==> config.mk <==
export PLATFORM = sky130hd
export DESIGN_NAME = aligner_top
export DESIGN_NICKNAME = d
export VERILOG_FILES = /design/src/hdl/align_pkg.sv /design/src/hdl/delay_line.sv /design/src/hdl/line_shifter.sv /design/src/hdl/bus_aligner.sv /design/src/hdl/stream_framer.sv /design/src/hdl/aligner_top.sv
export SDC_FILE = /design/constraint.sdc
export NUM_CORES = 1
export LEC_CHECK = 0
export ABC_AREA = 0
export ABC_CLOCK_PERIOD_IN_PS = 6300
export BUFFER_PORTS_ARGS = -buffer_cell sky130_fd_sc_hd__buf_4
export CORE_AREA = 2 2 304 276
export CTS_BUF_LIST = sky130_fd_sc_hd__clkbuf_16
export DETAILED_ROUTE_END_ITERATION = 6
export DIE_AREA = 0 0 306 278
export GPL_TIMING_DRIVEN = 0
export SLEW_MARGIN = 20
export SYNTH_ARGS = -nofsm -noshare
export SYNTH_HDL_FRONTEND = slang
export SYNTH_HIERARCHICAL = 1
export SYNTH_SLANG_ARGS = --single-unit
==> constraint.sdc <==
create_clock -name clk -period 6.3 [get_ports clk]
set_clock_uncertainty 0.15 [all_clocks]
set_input_delay 0.63 -clock clk [delete_from_list [all_inputs] [get_ports clk]]
set_output_delay 0.63 -clock clk [all_outputs]
set_load 0.03 [all_outputs]
==> src/hdl/align_pkg.sv <==
/*
 * Default line geometry, derived widths and the stream sideband type.
 * elems_per_line must be a power of two, at least 2.
 * Modules use these values only as parameter defaults.
 */
`default_nettype none

package align_pkg;

	// Line geometry defaults
	localparam int elem_width     = 16;
	localparam int elems_per_line = 8;
	localparam int line_width     = elem_width * elems_per_line;

	// Offset and per-line count widths
	localparam int off_width      = $clog2(elems_per_line);
	// One extra bit so a full line fits
	localparam int cnt_width      = off_width + 1;

	// Descriptor element count
	localparam int total_width    = 12;

	// Shifter pipeline depth
	localparam int shift_stages   = 2;

	// Rides with the data, never inspected
	typedef struct packed {
		logic       data_type;
		logic [2:0] elem_size;
	} sideband_t;

endpackage

`default_nettype wire

==> src/hdl/delay_line.sv <==
/*
 * Fixed-depth shift register with a valid bit per stage.
 * DEPTH must be at least 1. Payload is not reset.
 */
`timescale 1ns/10ps
`default_nettype none

module delay_line #(
	parameter type payload_t = logic,
	parameter int  DEPTH     = align_pkg::shift_stages
) (
	input  wire           clk,
	input  wire           rst_n,
	input  wire payload_t in_payload,
	input  wire           in_valid,
	output payload_t      out_payload,
	output logic          out_valid
);

	payload_t         pay_q [DEPTH];
	logic [DEPTH-1:0] valid_q;

	// Valid chain, cleared on reset
	always_ff @(posedge clk) begin
		if (!rst_n) begin
			valid_q <= '0;
		end else begin
			valid_q[0] <= in_valid;
			for (int s = 1; s < DEPTH; s++) begin
				valid_q[s] <= valid_q[s-1];
			end
		end
	end

	// Payload shifts every cycle
	always_ff @(posedge clk) begin
		pay_q[0] <= in_payload;
		for (int s = 1; s < DEPTH; s++) begin
			pay_q[s] <= pay_q[s-1];
		end
	end

	assign out_payload = pay_q[DEPTH-1];
	assign out_valid   = valid_q[DEPTH-1];

endmodule

`default_nettype wire

==> src/hdl/line_shifter.sv <==
/*
 * Picks elements in_off .. in_off+ELEMS_PER_LINE-1 out of a two-line window.
 * Offset bits are spread evenly over SHIFT_STAGES registered steps.
 * Latency is exactly SHIFT_STAGES cycles, one window per cycle.
 */
`timescale 1ns/10ps
`default_nettype none

module line_shifter #(
	parameter int ELEMS_PER_LINE = align_pkg::elems_per_line,
	parameter int ELEM_WIDTH     = align_pkg::elem_width,
	parameter int SHIFT_STAGES   = align_pkg::shift_stages
) (
	input  wire                                    clk,
	input  wire                                    rst_n,
	input  wire                                    in_valid,
	input  wire  [$clog2(ELEMS_PER_LINE)-1:0]      in_off,
	input  wire                                    in_last,
	input  wire  [2*ELEMS_PER_LINE*ELEM_WIDTH-1:0] in_data,
	output logic                                   out_valid,
	output logic                                   out_last,
	output logic [ELEMS_PER_LINE*ELEM_WIDTH-1:0]   out_data
);

	localparam int LINE_W = ELEMS_PER_LINE * ELEM_WIDTH;
	localparam int WIN_W  = 2 * LINE_W;
	localparam int OFF_W  = $clog2(ELEMS_PER_LINE);
	// Offset bits handled per stage
	localparam int BPS    = (OFF_W + SHIFT_STAGES - 1) / SHIFT_STAGES;

	logic [WIN_W-1:0]        win_q   [SHIFT_STAGES];
	logic [OFF_W-1:0]        off_q   [SHIFT_STAGES];
	logic [SHIFT_STAGES-1:0] valid_q;
	logic [SHIFT_STAGES-1:0] last_q;

	// One step applies only the offset bits owned by this stage
	function automatic logic [WIN_W-1:0] shift_step(
		input logic [WIN_W-1:0] win,
		input logic [OFF_W-1:0] off,
		input int               stage
	);
		logic [WIN_W-1:0] w;
		w = win;
		for (int b = 0; b < OFF_W; b++) begin
			if ((b / BPS) == stage && off[b])
				w = w >> ((1 << b) * ELEM_WIDTH);
		end
		return w;
	endfunction

	////////////////////////////////////////////////////////////////////
	// Control pipe
	always_ff @(posedge clk) begin
		if (!rst_n) begin
			valid_q <= '0;
			last_q  <= '0;
		end else begin
			valid_q[0] <= in_valid;
			// Last only counts together with valid
			last_q[0]  <= in_valid && in_last;
			for (int s = 1; s < SHIFT_STAGES; s++) begin
				valid_q[s] <= valid_q[s-1];
				last_q[s]  <= last_q[s-1];
			end
		end
	end

	////////////////////////////////////////////////////////////////////
	// Data pipe with the offset travelling beside its window
	always_ff @(posedge clk) begin
		win_q[0] <= shift_step(in_data, in_off, 0);
		off_q[0] <= in_off;
		for (int s = 1; s < SHIFT_STAGES; s++) begin
			win_q[s] <= shift_step(win_q[s-1], off_q[s-1], s);
			off_q[s] <= off_q[s-1];
		end
	end

	// Lower line of the fully shifted window
	assign out_data  = win_q[SHIFT_STAGES-1][LINE_W-1:0];
	assign out_valid = valid_q[SHIFT_STAGES-1];
	assign out_last  = last_q[SHIFT_STAGES-1];

	// Offset must be known and inside a line
	a_off_in_range: assert property (@(posedge clk) disable iff (!rst_n)
		in_valid |-> (!$isunknown(in_off) && in_off < ELEMS_PER_LINE));

endmodule

`default_nettype wire

==> src/hdl/bus_aligner.sv <==
/*
 * Two-line staging window in front of the element shifter.
 * Output has no back-pressure and lines leave as soon as they are ready.
 * A stream's offset must stay constant over all its lines.
 */
`timescale 1ns/10ps
`default_nettype none

module bus_aligner #(
	parameter int ELEMS_PER_LINE = align_pkg::elems_per_line,
	parameter int ELEM_WIDTH     = align_pkg::elem_width,
	parameter int SHIFT_STAGES   = align_pkg::shift_stages
) (
	input  wire                                  clk,
	input  wire                                  rst_n,
	input  wire  [ELEMS_PER_LINE*ELEM_WIDTH-1:0] data_in,
	input  wire                                  data_in_valid,
	input  wire                                  data_in_last,
	input  wire  [$clog2(ELEMS_PER_LINE)-1:0]    data_in_off,
	input  wire  [$clog2(ELEMS_PER_LINE):0]      data_in_word_count,
	input  wire  align_pkg::sideband_t           data_in_sideband,
	input  wire                                  stream_last,
	output logic [ELEMS_PER_LINE*ELEM_WIDTH-1:0] data_out,
	output logic                                 data_out_valid,
	output logic                                 data_out_last,
	output align_pkg::sideband_t                 data_out_sideband
);

	localparam int LINE_W = ELEMS_PER_LINE * ELEM_WIDTH;
	localparam int OFF_W  = $clog2(ELEMS_PER_LINE);

	// Stage 1 holds the next line
	logic [LINE_W-1:0]    s1_data;
	logic                 s1_valid;
	logic                 s1_last;
	logic [OFF_W-1:0]     s1_off;
	logic [OFF_W:0]       s1_count;
	align_pkg::sideband_t s1_sideband;
	// Stream end delayed to line up with stage 2
	logic                 end_d1;

	// Stage 2 holds the current line
	logic [LINE_W-1:0]    s2_data;
	logic                 s2_valid;
	logic                 s2_last;
	logic [OFF_W-1:0]     s2_off;
	align_pkg::sideband_t s2_sideband;

	logic flush;
	logic window_valid;
	logic window_last;

	////////////////////////////////////////////////////////////////////
	// Staging window
	always_ff @(posedge clk) begin
		if (!rst_n) begin
			s1_valid <= 1'b0;
			end_d1   <= 1'b0;
			s2_valid <= 1'b0;
		end else begin
			s1_valid <= data_in_valid;
			end_d1   <= stream_last;
			if (!s2_valid)
				s2_valid <= s1_valid;
			else if (s1_valid)
				// Final line dropped when its elements fit the current output
				s2_valid <= s2_last || !s1_last || (s1_count > s2_off);
			else if (flush)
				s2_valid <= 1'b0;
		end
	end

	always_ff @(posedge clk) begin
		s1_data     <= data_in;
		s1_last     <= data_in_last;
		s1_off      <= data_in_off;
		s1_count    <= data_in_word_count;
		s1_sideband <= data_in_sideband;
		// Stage 2 holds until a follower arrives
		if (!s2_valid || s1_valid) begin
			s2_data     <= s1_data;
			s2_last     <= s1_last;
			s2_off      <= s1_off;
			s2_sideband <= s1_sideband;
		end
	end

	// Held final line with no follower
	assign flush        = s2_valid && s2_last && end_d1;
	assign window_valid = s2_valid && (s1_valid || flush);
	// Also last when the follower is final and adds nothing
	assign window_last  = s2_last ||
		(s1_valid && s1_last && (s1_count <= s2_off));

	////////////////////////////////////////////////////////////////////
	// Shifter and sideband delay share one depth
	line_shifter #(
		.ELEMS_PER_LINE (ELEMS_PER_LINE),
		.ELEM_WIDTH     (ELEM_WIDTH),
		.SHIFT_STAGES   (SHIFT_STAGES)
	) u_shifter (
		.clk       (clk),
		.rst_n     (rst_n),
		.in_valid  (window_valid),
		.in_off    (s2_off),
		.in_last   (window_last),
		.in_data   ({s1_data, s2_data}),
		.out_valid (data_out_valid),
		.out_last  (data_out_last),
		.out_data  (data_out)
	);

	delay_line #(
		.payload_t (align_pkg::sideband_t),
		.DEPTH     (SHIFT_STAGES)
	) u_sideband_delay (
		.clk         (clk),
		.rst_n       (rst_n),
		.in_payload  (s2_sideband),
		.in_valid    (window_valid),
		.out_payload (data_out_sideband),
		.out_valid   ()
	);

endmodule

`default_nettype wire

==> src/hdl/stream_framer.sv <==
/*
 * Four-phase descriptor handshake, one stream at a time.
 * desc_total must be nonzero. Lines are taken on every valid cycle.
 */
`timescale 1ns/10ps
`default_nettype none

module stream_framer #(
	parameter int ELEMS_PER_LINE = align_pkg::elems_per_line,
	parameter int ELEM_WIDTH     = align_pkg::elem_width
) (
	input  wire                                  clk,
	input  wire                                  rst_n,
	input  wire                                  desc_req,
	input  wire  [$clog2(ELEMS_PER_LINE)-1:0]    desc_off,
	input  wire  [align_pkg::total_width-1:0]    desc_total,
	input  wire  align_pkg::sideband_t           desc_sideband,
	input  wire  [ELEMS_PER_LINE*ELEM_WIDTH-1:0] line_data,
	input  wire                                  line_valid,
	output logic                                 desc_ack,
	output logic [ELEMS_PER_LINE*ELEM_WIDTH-1:0] data_in,
	output logic                                 data_in_valid,
	output logic                                 data_in_last,
	output logic [$clog2(ELEMS_PER_LINE)-1:0]    data_in_off,
	output logic [$clog2(ELEMS_PER_LINE):0]      data_in_word_count,
	output align_pkg::sideband_t                 data_in_sideband,
	output logic                                 stream_last
);

	localparam int CNT_W = $clog2(ELEMS_PER_LINE) + 1;
	// Offset plus total as counted from the first line's start
	localparam int REM_W = align_pkg::total_width + 1;

	logic                              active;
	logic [$clog2(ELEMS_PER_LINE)-1:0] off_q;
	align_pkg::sideband_t              sideband_q;
	logic [REM_W-1:0]                  remain_q;
	logic                              take;
	logic                              last_now;

	assign take     = line_valid && active;
	// Last line once the remainder fits
	assign last_now = remain_q <= REM_W'(ELEMS_PER_LINE);

	////////////////////////////////////////////////////////////////////
	// Handshake and stream state
	always_ff @(posedge clk) begin
		if (!rst_n) begin
			desc_ack <= 1'b0;
			active   <= 1'b0;
		end else begin
			// Ack only when the previous stream is fully in
			if (!desc_ack && desc_req && !active) begin
				desc_ack <= 1'b1;
				active   <= 1'b1;
			end else if (desc_ack && !desc_req) begin
				desc_ack <= 1'b0;
			end
			if (take && last_now)
				active <= 1'b0;
		end
	end

	always_ff @(posedge clk) begin
		if (!desc_ack && desc_req && !active) begin
			off_q      <= desc_off;
			sideband_q <= desc_sideband;
			remain_q   <= REM_W'(desc_total) + REM_W'(desc_off);
		end else if (take && !last_now) begin
			remain_q <= remain_q - REM_W'(ELEMS_PER_LINE);
		end
	end

	////////////////////////////////////////////////////////////////////
	// Tagged line register
	always_ff @(posedge clk) begin
		if (!rst_n) begin
			data_in_valid <= 1'b0;
			stream_last   <= 1'b0;
		end else begin
			data_in_valid <= take;
			// Pulse one cycle after the final line
			stream_last   <= data_in_valid && data_in_last;
		end
	end

	always_ff @(posedge clk) begin
		data_in            <= line_data;
		data_in_last       <= last_now;
		data_in_off        <= off_q;
		data_in_word_count <= last_now ? remain_q[CNT_W-1:0] : CNT_W'(ELEMS_PER_LINE);
		data_in_sideband   <= sideband_q;
	end

	a_line_needs_stream: assert property (@(posedge clk) disable iff (!rst_n)
		line_valid |-> active);

	// Source keeps req up until it sees ack
	a_req_held: assert property (@(posedge clk) disable iff (!rst_n)
		(desc_req && !desc_ack) |=> (desc_req || desc_ack));

endmodule

`default_nettype wire

==> src/hdl/aligner_top.sv <==
/*
 * Stream realigner: framer feeding the two-line aligner.
 * Output has no ready and must be consumed as it appears.
 */
`timescale 1ns/10ps
`default_nettype none

module aligner_top #(
	parameter int ELEMS_PER_LINE = align_pkg::elems_per_line,
	parameter int ELEM_WIDTH     = align_pkg::elem_width,
	parameter int SHIFT_STAGES   = align_pkg::shift_stages
) (
	input  wire                                  clk,
	input  wire                                  rst_n,
	input  wire                                  desc_req,
	input  wire  [$clog2(ELEMS_PER_LINE)-1:0]    desc_off,
	input  wire  [align_pkg::total_width-1:0]    desc_total,
	input  wire  align_pkg::sideband_t           desc_sideband,
	input  wire  [ELEMS_PER_LINE*ELEM_WIDTH-1:0] line_data,
	input  wire                                  line_valid,
	output logic                                 desc_ack,
	output logic [ELEMS_PER_LINE*ELEM_WIDTH-1:0] out_data,
	output logic                                 out_valid,
	output logic                                 out_last,
	output align_pkg::sideband_t                 out_sideband
);

	localparam int LINE_W = ELEMS_PER_LINE * ELEM_WIDTH;
	localparam int OFF_W  = $clog2(ELEMS_PER_LINE);

	// Tagged lines, framer to aligner
	logic [LINE_W-1:0]    data_in;
	logic                 data_in_valid;
	logic                 data_in_last;
	logic [OFF_W-1:0]     data_in_off;
	logic [OFF_W:0]       data_in_word_count;
	align_pkg::sideband_t data_in_sideband;
	logic                 stream_last;

	stream_framer #(
		.ELEMS_PER_LINE (ELEMS_PER_LINE),
		.ELEM_WIDTH     (ELEM_WIDTH)
	) u_framer (
		.clk                (clk),
		.rst_n              (rst_n),
		.desc_req           (desc_req),
		.desc_off           (desc_off),
		.desc_total         (desc_total),
		.desc_sideband      (desc_sideband),
		.line_data          (line_data),
		.line_valid         (line_valid),
		.desc_ack           (desc_ack),
		.data_in            (data_in),
		.data_in_valid      (data_in_valid),
		.data_in_last       (data_in_last),
		.data_in_off        (data_in_off),
		.data_in_word_count (data_in_word_count),
		.data_in_sideband   (data_in_sideband),
		.stream_last        (stream_last)
	);

	bus_aligner #(
		.ELEMS_PER_LINE (ELEMS_PER_LINE),
		.ELEM_WIDTH     (ELEM_WIDTH),
		.SHIFT_STAGES   (SHIFT_STAGES)
	) u_aligner (
		.clk                (clk),
		.rst_n              (rst_n),
		.data_in            (data_in),
		.data_in_valid      (data_in_valid),
		.data_in_last       (data_in_last),
		.data_in_off        (data_in_off),
		.data_in_word_count (data_in_word_count),
		.data_in_sideband   (data_in_sideband),
		.stream_last        (stream_last),
		.data_out           (out_data),
		.data_out_valid     (out_valid),
		.data_out_last      (out_last),
		.data_out_sideband  (out_sideband)
	);

endmodule

`default_nettype wire

==> run summary <==
Root buffer cell - clkbuf_16
Placer Congestion - 0.7904
Commonest non-fill, non-tap cells in the layout - 620 x dfxtp_1, 423 x buf_4, 192 x mux4_2, 156 x edfxtp_1, 129 x dlygate4sd3_1
Leak Pwr - 13.11 nW
Routed WL per cell - 22.86 um
Grt met3 use - 0.03884
Final hold vios - 0
Die ar. - 85,070 um^2
Min Tclk post-route - 2.487 ns
Sum Neg Setup Slack - 0 ns
Slew headroom - 0.3842
Global Route met2 Usage - 0.2707
GR Util met1 - 0.2044
Die Ht - 278 um
Critical path endpoint category - flop
Post-CTS Setup Inserts - 0
Crit path DAT - 2.56 ns
Worst slew pin tran - 0.9237 ns
Final antenna-violating net count - 0
Vias in the first global route - 14.59k
Clock share of power - 0.384
Final WL - 69.48 mm
Core Footprint - 81,950 um^2
Num CTS Buffers - 80
Mapped Area - 25,130 um^2
Achievable Freq - 402.0 MHz
Internal - 0.008972 W
Hold buffers post-CTS - 129
Critical Path RT - 6.38 ns
GRT overflow - 0
Crit Path Max Fanout - 10
Fin crit share - 0.3948
Setup violators final - 0
Die Width - 306 um
Layout cells sized above 1 - 0.4649
Switch share - 0.2452
DP Area - 28,660 um^2
RSZ-0062 raised after global routing - false
Maximum clock insertion buffer count - 3
Cell row count - 100
Clk sink count - 776
Placed cell count - 2,761
Outcome - finished clean
PwrDens - 365.6 nW/um^2
Critical path class - reg -> reg
Top-level I/O count - 286
Vias/cell - 4.447
Final-stage net count - 2,060
Clock slew at reported path FFs - 0.06 ns
Initial Util - 0.3066
Clk_lat worst skew - 0.62 ns
Max-slew violation count - 0
TritonCTS clock tree - yes
Initial antenna violation count - 6
Max-cap viol count - 0
VDD IR-drop max - 192.7 uV
Seq pwr share - 0.485
Net Switching - 0.002915 W
Leading cell type in the layout, fill and taps excluded - dfxtp_1
PostCTS Resize Cnt - 0
Vias - 13.52k
Critical path launch point type - flop
IO buf count - 285
Mapped Nets - 1,562
DP HPWL - 46.31 mm
Fill cells - 7,438
Tightest Hold Check Type - in -> reg
Avg Inst Size Synth - 17.91 um^2
GRT Total Usage - 0.1627
Largest net degree at the start of global routing - 54
Logic pwr share - 0.131
H-tree depth - 3
P&R area growth vs syn - 29.39%
First-pass GRT wire length - 98.99 mm
Drt first pass iters - 4
Placement Setup Slack - 3.583 ns
Most Used Layer, Global Route - met2
Fin cells - 3,040
Synthesized instance count - 1,403
DRT iter0 DRCs - 941
Final instance area - 32,510 um^2
# DRC - 0
Yosys warning total - 6
Final Worst Setup Slack - 3.813 ns
WHS - 0.04713 ns
## worst max-delay path, cell delays in order (launching register included)
cell and delay, ns:
edfxtp_1 0.50, inv_1 0.14, ha_1 0.27, a21oi_1 0.23, nor4_4 0.10, o21ai_1 0.72
## flip-flops by register name (all words and copies together) (netlist names), 8 cells and up
register,count
u_aligner/u_shifter/win_q,320
u_aligner/s1_data,128
u_framer/remain_q,13
u_aligner/s2_data,128
u_aligner/u_sideband_delay/pay_q,8
u_framer/data_in,128
## layout make-up
cell class	count	area, um^2	area share
flip-flops and latches	776	17100	0.5259
multi-input cells	428	6578	0.2023
repair buffers	416	3478	0.1070
clock buffers	84	2102	0.06466
plain buffers	190	1425	0.04384
well taps	1071	1340	0.04122
clock inverters	63	447.9	0.01378
inverters	9	33.78	0.001039
diodes	3	7.507	0.0002309
## final timing paths
| check | startpoint | to | slack (ns) | depth (start not counted) |
|---|---|---|---|---|
| min reg2reg | u_framer/data_in[24]$_DFF_P_ | u_aligner/s1_data[24]$_DFF_P_ | 0.16 | 0 |
| max reg2reg | u_framer/remain_q[3]$_DFFE_PP_ | u_framer/remain_q[8]$_DFFE_PP_ | 3.81 | 5 |
| min | desc_sideband[2] | u_framer/sideband_q[2]$_DFFE_PP_ | 0.05 | 1 |
| max | u_framer/remain_q[3]$_DFFE_PP_ | u_framer/remain_q[8]$_DFFE_PP_ | 3.81 | 5 |
## power groups by stage
stage	logic [W]	clock network (W)	registers (W)
floorplan	0.000988	0	0.00576
global placement	0.00149	0	0.00587
detailed placement	0.00150	0	0.00588
CTS	0.00157	0.00469	0.00577
global route	0.00163	0.00488	0.00581
finish	0.00156	0.00456	0.00577
## layer usage
metal  up-vias  part of all wire
li1       6056                 -
met4         6             0.036
met5         -           0.00059
met1      6814              0.42
met2       496              0.48
met3       148             0.063
## stage by stage
| step | util | total power (W) |
|---|---|---|
| 6_report | 0.3967 | 0.01189 |
| 5_1_grt | 0.3967 | 0.01233 |
| 4_1_cts | 0.3966 | 0.01203 |
| 3_5_place_dp | 0.3497 | 0.007376 |
| 3_3_place_gp | 0.3490 | 0.007360 |
| 2_1_floorplan | - | 0.006751 |
No activity file was read; power rests on OpenSTA's default activity.
